[src/lwe_pkg.sv]
package lwe_pkg;

    // vector length and coefficient width of the scheme
    localparam int N       = 4;
    localparam int COEFF_W = 12;
    localparam int ACC_W   = 32;

    typedef logic [COEFF_W-1:0] coeff_t;

    // element 0 sits in the low bits
    typedef coeff_t [N-1:0] lwe_vector_t;

    // row-major, indexed as mat[row][col]
    typedef lwe_vector_t [N-1:0] lwe_matrix_t;

    // four 24-bit products plus e stay far below 2**32
    typedef logic [ACC_W-1:0] acc_t;

    // remainder of value by q, q always fits in a coefficient
    function automatic coeff_t mod_q(input acc_t value, input acc_t q);
        acc_t rem;
        rem = value % q;
        return rem[COEFF_W-1:0];
    endfunction

endpackage

[src/lwe_regs_pkg.sv]
package lwe_regs_pkg;

    localparam int DATA_W = 32;
    localparam int ADDR_W = 32;

    // word index inside the 128-byte register window
    localparam int IDX_W  = 5;

    // A[row][col] lives at word offsets 0 to 15
    typedef struct packed {
        logic       region;
        logic [1:0] row;
        logic [1:0] col;
    } mat_idx_t;

    // s, e, t and control, four words each
    typedef struct packed {
        logic [2:0] region;
        logic [1:0] elem;
    } vec_idx_t;

    // one word index, read either as a matrix cell or as a vector element
    typedef union packed {
        mat_idx_t mat;
        vec_idx_t vec;
    } reg_idx_u;

    localparam logic [2:0] REGION_S    = 3'd4;
    localparam logic [2:0] REGION_E    = 3'd5;
    localparam logic [2:0] REGION_T    = 3'd6;
    localparam logic [2:0] REGION_CTRL = 3'd7;

    // elements of the control region
    localparam logic [1:0] ELEM_CTRL   = 2'd0;
    localparam logic [1:0] ELEM_STATUS = 2'd1;

    typedef struct packed {
        logic              valid;
        reg_idx_u          idx;
        logic [DATA_W-1:0] data;
    } reg_wr_t;

    typedef struct packed {
        logic     valid;
        reg_idx_u idx;
    } reg_rd_t;

    typedef struct packed {
        logic [DATA_W-1:0] data;
        logic              err;
    } reg_rsp_t;

    localparam logic [1:0] RESP_OKAY   = 2'b00;
    localparam logic [1:0] RESP_SLVERR = 2'b10;

endpackage
[src/lwe_axil_slave.sv]
`timescale 1ns/100ps

module lwe_axil_slave #(
    parameter logic [lwe_regs_pkg::ADDR_W-1:0] BASE_ADDR = 32'h4000_6000
) (
    input  logic                            clk,
    input  logic                            rst_n,
    input  logic                            awvalid,
    output logic                            awready,
    input  logic [lwe_regs_pkg::ADDR_W-1:0] awaddr,
    input  logic                            wvalid,
    output logic                            wready,
    input  logic [lwe_regs_pkg::DATA_W-1:0] wdata,
    output logic                            bvalid,
    input  logic                            bready,
    output logic [1:0]                      bresp,
    input  logic                            arvalid,
    output logic                            arready,
    input  logic [lwe_regs_pkg::ADDR_W-1:0] araddr,
    output logic                            rvalid,
    input  logic                            rready,
    output logic [lwe_regs_pkg::DATA_W-1:0] rdata,
    output logic [1:0]                      rresp,
    output lwe_regs_pkg::reg_wr_t           reg_wr,
    output lwe_regs_pkg::reg_rd_t           reg_rd,
    input  lwe_regs_pkg::reg_rsp_t          wr_rsp,
    input  lwe_regs_pkg::reg_rsp_t          rd_rsp
);

    import lwe_regs_pkg::*;

    localparam logic [ADDR_W-1:0] WINDOW = ADDR_W'(1) << (IDX_W + 2);

    logic [ADDR_W-1:0] aw_off;
    logic [ADDR_W-1:0] ar_off;
    logic              aw_hit;
    logic              ar_hit;
    logic              wr_accept;
    logic              rd_accept;

    // below the base the offset wraps to a large value and misses too
    assign aw_off = awaddr - BASE_ADDR;
    assign ar_off = araddr - BASE_ADDR;
    assign aw_hit = (aw_off < WINDOW);
    assign ar_hit = (ar_off < WINDOW);

    // address and data are taken together, and only with no response held
    assign wr_accept = awvalid && wvalid && !bvalid;
    assign rd_accept = arvalid && !rvalid;
    assign awready   = wr_accept;
    assign wready    = wr_accept;
    assign arready   = rd_accept;

    assign reg_wr.valid = wr_accept && aw_hit;
    assign reg_wr.idx   = aw_off[IDX_W+1:2];
    assign reg_wr.data  = wdata;
    assign reg_rd.valid = rd_accept && ar_hit;
    assign reg_rd.idx   = ar_off[IDX_W+1:2];

    always_ff @(posedge clk or negedge rst_n) begin
        if (!rst_n) begin
            bvalid <= 1'b0;
            rvalid <= 1'b0;
        end else begin
            if (wr_accept) begin
                bvalid <= 1'b1;
            end else if (bready) begin
                bvalid <= 1'b0;
            end
            if (rd_accept) begin
                rvalid <= 1'b1;
            end else if (rready) begin
                rvalid <= 1'b0;
            end
        end
    end

    // response payload, loaded on accept and held after
    always_ff @(posedge clk) begin
        if (wr_accept) begin
            bresp <= (aw_hit && !wr_rsp.err) ? RESP_OKAY : RESP_SLVERR;
        end
        if (rd_accept) begin
            rdata <= ar_hit ? rd_rsp.data : '0;
            rresp <= (ar_hit && !rd_rsp.err) ? RESP_OKAY : RESP_SLVERR;
        end
    end

    // a response waits for the host, unchanged
    assert property (@(posedge clk) disable iff (!rst_n)
        bvalid && !bready |=> bvalid && $stable(bresp));
    assert property (@(posedge clk) disable iff (!rst_n)
        rvalid && !rready |=> rvalid && $stable(rdata) && $stable(rresp));

endmodule

[src/lwe_keygen_engine.sv]
`timescale 1ns/100ps

module lwe_keygen_engine #(
    parameter int unsigned Q = 3329
) (
    input  logic                 clk,
    input  logic                 rst_n,
    input  lwe_pkg::lwe_matrix_t mat_a,
    input  lwe_pkg::lwe_vector_t vec_s,
    input  lwe_pkg::lwe_vector_t vec_e,
    input  logic                 start,
    output logic                 busy,
    output logic                 result_valid,
    output lwe_pkg::lwe_vector_t result
);

    import lwe_pkg::*;

    lwe_matrix_t          a_q;
    lwe_vector_t          s_q;
    lwe_vector_t          e_q;
    lwe_vector_t          t_q;
    acc_t                 acc;
    logic [$clog2(N)-1:0] row;
    logic [$clog2(N)-1:0] col;
    logic                 reduce;
    logic [2*COEFF_W-1:0] product;
    coeff_t               row_sum;

    function automatic logic below_q(input lwe_vector_t v);
        logic ok;
        ok = 1'b1;
        for (int i = 0; i < N; i++) begin
            ok = ok && (v[i] < Q);
        end
        return ok;
    endfunction

    assign product = a_q[row][col] * s_q[col];
    assign row_sum = mod_q(acc + acc_t'(e_q[row]), acc_t'(Q));

    // four mac cycles then one reduce cycle per row, 20 in all
    always_ff @(posedge clk or negedge rst_n) begin
        if (!rst_n) begin
            busy   <= 1'b0;
            row    <= '0;
            col    <= '0;
            reduce <= 1'b0;
        end else if (start && !busy) begin
            busy   <= 1'b1;
            row    <= '0;
            col    <= '0;
            reduce <= 1'b0;
        end else if (busy) begin
            if (!reduce) begin
                col    <= col + 1'b1;
                reduce <= (col == N-1);
            end else begin
                reduce <= 1'b0;
                row    <= row + 1'b1;
                busy   <= (row != N-1);
            end
        end
    end

    always_ff @(posedge clk) begin
        if (start && !busy) begin
            a_q <= mat_a;
            s_q <= vec_s;
            e_q <= vec_e;
            acc <= '0;
        end else if (busy) begin
            if (!reduce) begin
                acc <= acc + acc_t'(product);
            end else begin
                acc      <= '0;
                t_q[row] <= row_sum;
            end
        end
    end

    // last row goes out in the cycle that stores it
    always_comb begin
        result = t_q;
        if (reduce) begin
            result[row] = row_sum;
        end
    end

    assign result_valid = busy && reduce && (row == N-1);

    assert property (@(posedge clk) disable iff (!rst_n) $fell(busy) |-> below_q(t_q));

endmodule

[src/lwe_keygen_top.sv]
`timescale 1ns/100ps

module lwe_keygen_top #(
    parameter int unsigned                     Q         = 3329,
    parameter logic [lwe_regs_pkg::ADDR_W-1:0] BASE_ADDR = 32'h4000_6000
) (
    input  logic                            clk,
    input  logic                            rst_n,
    input  logic                            awvalid,
    output logic                            awready,
    input  logic [lwe_regs_pkg::ADDR_W-1:0] awaddr,
    input  logic                            wvalid,
    output logic                            wready,
    input  logic [lwe_regs_pkg::DATA_W-1:0] wdata,
    output logic                            bvalid,
    input  logic                            bready,
    output logic [1:0]                      bresp,
    input  logic                            arvalid,
    output logic                            arready,
    input  logic [lwe_regs_pkg::ADDR_W-1:0] araddr,
    output logic                            rvalid,
    input  logic                            rready,
    output logic [lwe_regs_pkg::DATA_W-1:0] rdata,
    output logic [1:0]                      rresp
);

    import lwe_pkg::*;
    import lwe_regs_pkg::*;

    reg_wr_t     reg_wr;
    reg_rd_t     reg_rd;
    reg_rsp_t    wr_rsp;
    reg_rsp_t    rd_rsp;
    lwe_matrix_t mat_a;
    lwe_vector_t vec_s;
    lwe_vector_t vec_e;
    lwe_vector_t result;
    logic        start;
    logic        busy;
    logic        result_valid;

    lwe_axil_slave #(.BASE_ADDR(BASE_ADDR)) u_slave (.*);

    lwe_reg_file #(.Q(Q)) u_reg_file (.*);

    lwe_keygen_engine #(.Q(Q)) u_engine (.*);

endmodule

[src/lwe_reg_file.sv]
`timescale 1ns/100ps

module lwe_reg_file #(
    parameter int unsigned Q = 3329
) (
    input  logic                   clk,
    input  logic                   rst_n,
    input  lwe_regs_pkg::reg_wr_t  reg_wr,
    input  lwe_regs_pkg::reg_rd_t  reg_rd,
    input  logic                   busy,
    output lwe_regs_pkg::reg_rsp_t wr_rsp,
    output lwe_regs_pkg::reg_rsp_t rd_rsp,
    output lwe_pkg::lwe_matrix_t   mat_a,
    output lwe_pkg::lwe_vector_t   vec_s,
    output lwe_pkg::lwe_vector_t   vec_e,
    output logic                   start,
    input  logic                   result_valid,
    input  lwe_pkg::lwe_vector_t   result
);

    import lwe_pkg::*;
    import lwe_regs_pkg::*;

    reg_idx_u    wr_idx;
    reg_idx_u    rd_idx;
    coeff_t      wr_coeff;
    logic        wr_err;
    logic        wr_ok;
    logic        ctrl_wr;
    lwe_vector_t vec_t;
    logic        done;

    assign wr_idx   = reg_wr.idx;
    assign rd_idx   = reg_rd.idx;
    assign wr_coeff = mod_q(acc_t'(reg_wr.data), acc_t'(Q));

    // operands are locked while the engine runs; t and status are read-only
    always_comb begin
        ctrl_wr = 1'b0;
        if (!wr_idx.mat.region) begin
            wr_err = busy;
        end else begin
            case (wr_idx.vec.region)
                REGION_S, REGION_E: wr_err = busy;
                REGION_CTRL: begin
                    ctrl_wr = (wr_idx.vec.elem == ELEM_CTRL);
                    wr_err  = busy || !ctrl_wr;
                end
                default: wr_err = 1'b1;
            endcase
        end
    end

    assign wr_ok       = reg_wr.valid && !wr_err;
    assign start       = wr_ok && ctrl_wr && reg_wr.data[0];
    assign wr_rsp.data = '0;
    assign wr_rsp.err  = wr_err;

    always_ff @(posedge clk or negedge rst_n) begin
        if (!rst_n) begin
            mat_a <= '0;
            vec_s <= '0;
            vec_e <= '0;
            vec_t <= '0;
            done  <= 1'b0;
        end else begin
            if (wr_ok) begin
                if (!wr_idx.mat.region) begin
                    mat_a[wr_idx.mat.row][wr_idx.mat.col] <= wr_coeff;
                end else if (wr_idx.vec.region == REGION_S) begin
                    vec_s[wr_idx.vec.elem] <= wr_coeff;
                end else if (wr_idx.vec.region == REGION_E) begin
                    vec_e[wr_idx.vec.elem] <= wr_coeff;
                end
            end
            if (result_valid) begin
                vec_t <= result;
            end
            if (start) begin
                done <= 1'b0;
            end else if (result_valid) begin
                done <= 1'b1;
            end
        end
    end

    always_comb begin
        rd_rsp = '0;
        if (reg_rd.valid) begin
            if (!rd_idx.mat.region) begin
                rd_rsp.data = DATA_W'(mat_a[rd_idx.mat.row][rd_idx.mat.col]);
            end else begin
                case (rd_idx.vec.region)
                    REGION_S: rd_rsp.data = DATA_W'(vec_s[rd_idx.vec.elem]);
                    REGION_E: rd_rsp.data = DATA_W'(vec_e[rd_idx.vec.elem]);
                    REGION_T: rd_rsp.data = DATA_W'(vec_t[rd_idx.vec.elem]);
                    default: begin
                        if (rd_idx.vec.elem == ELEM_STATUS) begin
                            rd_rsp.data = {{(DATA_W-2){1'b0}}, done, busy};
                        end else begin
                            rd_rsp.err = 1'b1;
                        end
                    end
                endcase
            end
        end
    end

    // engine is idle on every start, and picks it up at once
    assert property (@(posedge clk) disable iff (!rst_n) start |-> !busy);
    assert property (@(posedge clk) disable iff (!rst_n) start |=> busy && !done);

endmodule

[config.mk]
export PLATFORM = sky130hd
export DESIGN_NAME = lwe_keygen_top
export DESIGN_NICKNAME = d
export VERILOG_FILES = /design/src/lwe_pkg.sv /design/src/lwe_regs_pkg.sv /design/src/lwe_axil_slave.sv /design/src/lwe_keygen_engine.sv /design/src/lwe_keygen_top.sv /design/src/lwe_reg_file.sv
export SDC_FILE = /design/constraint.sdc
export NUM_CORES = 2
export LEC_CHECK = 0
export ABC_AREA = 1
export BUFFER_PORTS_ARGS = -buffer_cell sky130_fd_sc_hd__buf_2
export CORE_UTILIZATION = 55
export CTS_BUF_LIST = sky130_fd_sc_hd__clkbuf_4 sky130_fd_sc_hd__clkbuf_8 sky130_fd_sc_hd__clkbuf_16
export CTS_CLUSTER_SIZE = 14
export DETAILED_ROUTE_END_ITERATION = 7
export GPL_ROUTABILITY_DRIVEN = 0
export PLACE_DENSITY = 0.82
export REMOVE_ABC_BUFFERS = 1
export SYNTH_ARGS = -nofsm -noshare
export SYNTH_HDL_FRONTEND = slang
export SYNTH_SLANG_ARGS = --single-unit
[constraint.sdc]
create_clock -name clk -period 25.6 [get_ports clk]
set_clock_uncertainty 0.15 [all_clocks]
set_input_delay 5.12 -clock clk [delete_from_list [all_inputs] [get_ports clk]]
set_output_delay 5.12 -clock clk [all_outputs]
set_load 0.02 [all_outputs]
### Word-level counts from Yosys, hierarchy flattened

Index checks and enable logic that the tools add are counted.
Widths: inputs -> output; s select.

* input bits: 103
* flip-flop bits (word level): 749
* logic and storage cells: 202

* $mul: 1
* add/subtract/negate cells: 6
* magnitude comparators: 11
* bitwise logic cells: 3
* mux-type cells: 61
* reductions and logical operators: 39
* equality and inequality tests: 11
* divide/modulo/power cells: 2

Operators by type and width (count)
* $bmux 48 s2: 2
* $bwmux 192: 1
* $mux 48: 4
* $bmux 12 s2: 7
* $bwmux 48: 3
* $mux 12: 10
* $demux 48 s2: 1
* $lt 32x8->1 const B: 2
* $mod 32x12->32 const B: 2
* $sub 32x31->32 const B: 2
* $demux 12 s2: 2
* $pmux 12 s3: 1
* $add 32x12->32: 1
* $add 32x24->32: 1
* $mux 32: 1
* $mul 12x12->24: 1
* $mux 1: 19
* $eq 3x3->1 const B: 6
* $lt 2x3->1 const B: 6
* $mux 2: 9
* $logic_and 1x1->1: 16
* $reduce_and 2->1: 5
* $reduce_bool 2->1: 5
* $ge 2x1->1 const B: 3
* 13 further kinds: 24

### Depth between registers and ports, before layout

* depth after elaboration: 13
* gate-level depth with buffers: 193
* gate-level depth less buffers: 179

### By module

From an unflattened synthesis, not the netlist that was laid out.

* cells, all modules: 8622
* area, all modules: 65057.4 um^2

By module, submodules not included
* lwe_keygen_engine: times used 1, cells each 4156, area each 33275.7 um^2, sequential area each 10880.4 um^2
* lwe_reg_file: times used 1, cells each 4105, area each 28827.6 um^2, sequential area each 8433.1 um^2
* lwe_axil_slave: times used 1, cells each 361, area each 2954.1 um^2, sequential area each 1071.0 um^2

### Least setup slack after synthesis

Ideal clock, no wire load.

* path type: input-to-reg
* from: input port wdata[20] (netlist bit)
* to: register u_reg_file.mat_a[131] (netlist name)
* stages: 159
* data arrival time: 21777 ps
* required time: 25333 ps
* setup time: 117 ps
* path slack: 3556 ps
* buffers on the path: 17
* cell sequence: nor2_2 > nand3_2 > o21ai_2 > nand2_1 > nand3_2 > inv_6 > a21oi_1 > inv_1 > nor4_1 > nand2_2 > nand2_4 > nand2_4 > nor2_2 > nand2_1 > nand2_1 > and2_2 > nand3b_4 > nor2_4 > [... 123 more ...] > nand2_4 > nand2_4 > nand2_4 > nor2_4 > buf_12 > xor2_2 > ha_1 > inv_1 > nor2_2 > nand2_2 > nand3_4 > nand3_2 > buf_12 > nand2_2 > nand2_4 > buf_8 > nand3_1 > nand2_2

* word-level cells in the longest chain between the ends: 2

RTL lines
* start, declared: line lwe_keygen_top.sv:14 `input logic [lwe_regs_pkg::DATA_W-1:0] wdata,`
* $mod 32x12->32: line lwe_pkg.sv:22 `rem = value % q;`
* $bwmux 192: line lwe_reg_file.sv:69 `mat_a[wr_idx.mat.row][wr_idx.mat.col] <= wr_coeff;`

No other way between the ends.
A chain may end at the register's enable or synchronous reset.

### Worst setup path after layout

* from: input port wdata[20] (netlist bit)
* to: register u_reg_file.mat_a[116] (netlist name)

* word-level cells in the longest chain between the ends: 2

RTL lines (line)
* $mod 32x12->32: lwe_pkg.sv:22
* $bwmux 192: lwe_reg_file.sv:69

No other way between the ends.

==> impl_metrics.yaml <==
sta:
  setup_viol: 0
  fin_crit_ns: 23.92
  tightest_slew_ns: 1.223
  finalWorstSetupSlack_ns: 1.684
  slew_viol_final: 0
  hold_ws_ns: 0.2975
  slew_headroom_pct: 17.95
  fmax_mhz: 41.81
  finalHoldViolCount: 0
  finalCritPeriodShare_pct: 93.42
layout:
  nets: 8430
  layout_common_cells: "nand2_1, inv_1, nand3_1"
  area_growth_pct: 5.840
  layout.cells.non_filler: 9676
  drive_gt1_share_pct: 24.24
  final_common_cell: "nand2_1"
  fin_area_mm2: 0.06709
setup_path:
  arrival_ns: 24.28
  max_stage_delay_ns: 0.30
  r2r_start: "u_engine.row[1]"
  critPathSlowestCell: "nor2_4"
  timing_worst_setup_path_type: "in2reg"
  crit_top_cell: "nand2_2"
  crit_path_start_kind: "primary input"
  critPathRequiredTime_ns: 25.97
  path_max_fanout: 17
  crit_path_end_kind: "flop"
  r2r-end: "u_engine.t_q[3]"
  reg2reg_slack_ns: 1.96
  r2r_cells: 149
status:
  status: "finished, final reports clean"
global_routing:
  grt_overflow_total: 0
  grt_max_degree: 155
  grt_first_pass_wirelength_mm: 266.3
  antenna_found_initial: 5
  grt_use_total_pct: 27.82
  first_global_vias: 52640
synthesis:
  synth_seq_area_share_pct: 30.64
  synth_seq_cells: 715
  netlist_area_mm2: 0.06339
  yosys-top-cells-area: "edfxtp_1, dfrtp_1, nand2_1"
  netlist_instances: 8090
  synth_edf_count: 338
  synth_top_cell_by_area: "edfxtp_1"
  synth_top_cell_area_share_pct: 16.01
  yosysWarnings: 0
  synth_flop_cell: "dfrtp_1"
  yosysUniqueCellTypes: 98
  syn_avg_cell_area_um2: 7.836
  postSynth.asyncResetShare_pct: 48.25
worst_hold_path:
  min_to: "u_engine.a_q[73]"
  hold_class: "reg2reg"
  hold_depth: 0
  min_from: "u_reg_file.mat_a[73]"
routing:
  first_iter_violations: 4896
  wirelength_mm: 166.5
  drc_errors: 0
  num_vias: 55020
  antenna_left: 0
  dr.pass1.iters: 8
  wl_per_cell_um: 17.21
  via_per_inst: 5.686
placement:
  post-place-cells: 9534
  placed_area_mm2: 0.06432
  place_ws_ns: -0.1032
  dp_hpwl_mm: 116.6
  port-buffer-count: 117
clock_network:
  clock-sinks: 715
  clkLatencyLatePin_ns: 0.64
  hold_buffers: 0
  cts_tree: "built"
  cts_buffers: 69
  root_buffer: "clkbuf_16"
  cts_max_level: 3
  clockBufferDepth: 3
  clk_pin_slew_ns: 0.06
floorplanning:
  die_y_um: 341.5
  ios: 144
  initial_core_util_pct: 55.44
  die_area_mm2: 0.1166
  rows: 124
  die_w_um: 341.5
  core_mm2: 0.1143
job:
  maxCapViolCount: 0
==> cells by family after synthesis <==
group / share of synthesized area, %
buffers and inverters: 9.930
other: 0.005916
and+or+nand+nor: 41.72
xor gates and xnor gates: 3.132
AOI/OAI and AO/OA: 8.774
adders and majority gates: 5.791
DFF: 30.64
==> layer usage <==
| layer | up-vias | track usage, % | part of all wire (%) |
|---|---|---|---|
| met4 | 4 | 13.49 | 5.1 |
| met1 | 25890 | 34.52 | 39 |
| met3 | 527 | 5.494 | 9.2 |
| met5 | - | 0 | 0.016 |
| li1 | 26140 | - | - |
| met2 | 2455 | 46.28 | 47 |
==> cell usage after synthesis, types with 51 or more instances <==
library cell / instances
nand2_1: 2126
inv_1: 794
nand2_2: 567
nand3_1: 564
nor2_1: 559
dfrtp_1: 345
edfxtp_1: 338
nand2_4: 317
o21ai_0: 270
nand3_2: 162
xor2_1: 159
nand4_1: 126
fa_1: 124
a21oi_1: 112
clkbuf_1: 106
ha_1: 95
nor2_4: 95
a22oi_1: 93
nor2_2: 88
inv_2: 86
o21ai_1: 69
or2_2: 55
o21ai_2: 51
xnor2_1: 51
==> flip-flops by register name, summed over array words and instances (netlist names) <==
signal,flops
u_engine.a_q,192
u_engine.acc,32
u_engine.busy,1
u_engine.col,2
u_engine.e_q,48
u_engine.reduce,1
u_engine.row,2
u_engine.s_q,48
u_engine.t_q,36
u_reg_file.done,1
u_reg_file.mat_a,192
u_reg_file.vec_e,48
u_reg_file.vec_s,48
u_reg_file.vec_t,48
u_slave.bresp,1
u_slave.bvalid,1
u_slave.rdata,12
u_slave.rresp,1
u_slave.rvalid,1
==> worst max-delay path, delay by kind of cell <==
kind | cells | cell delay [ns]
AO/OA/AOI/OAI | 4 | 0.60
XOR/XNOR | 1 | 0.28
buffers and inverters | 13 | 1.62
AND/OR/NAND/NOR | 137 | 16.51
==> layout make-up <==
cell class | count | area, um^2
fillers | 9729 | 47250
multi-input cells | 6154 | 38150
flip-flops and latches | 715 | 19430
inverters | 960 | 3889
clock buffers | 99 | 2043
well taps | 1512 | 1892
repair buffers | 208 | 1441
clock inverters | 24 | 236.5
diodes | 4 | 10.01
==> metrics by stage <==
step           util, %  setup TNS (ns)
2_1_floorplan        -               0
3_3_place_gp     56.25               0
3_5_place_dp     56.25          -3.739
4_1_cts          58.25               0
5_1_grt          58.67          -1.477
6_report         58.68               0
==> what timing repair did <==
item,4_1_cts,5_1_grt
buffers inserted,0,13
endpoints found under the setup margin,0,372
resized for setup,0,51
==> worst max path at each step <==
stage / from / to / slack [ns]
after floorplan: u_engine.row[0] / u_engine.t_q[15] / 2.11
after global placement: wdata[20] / u_reg_file.vec_e[17] / 0.59
after detailed placement: wdata[20] / u_reg_file.vec_s[29] / -0.10
after CTS: wdata[20] / u_reg_file.mat_a[9] / 0.48
after global routing: wdata[20] / u_reg_file.mat_a[152] / -0.08
final: wdata[20] / u_reg_file.mat_a[116] / 1.68
Power is not shown: default switching activity piles up to over one toggle a cycle in this logic, so the estimate is an artifact.
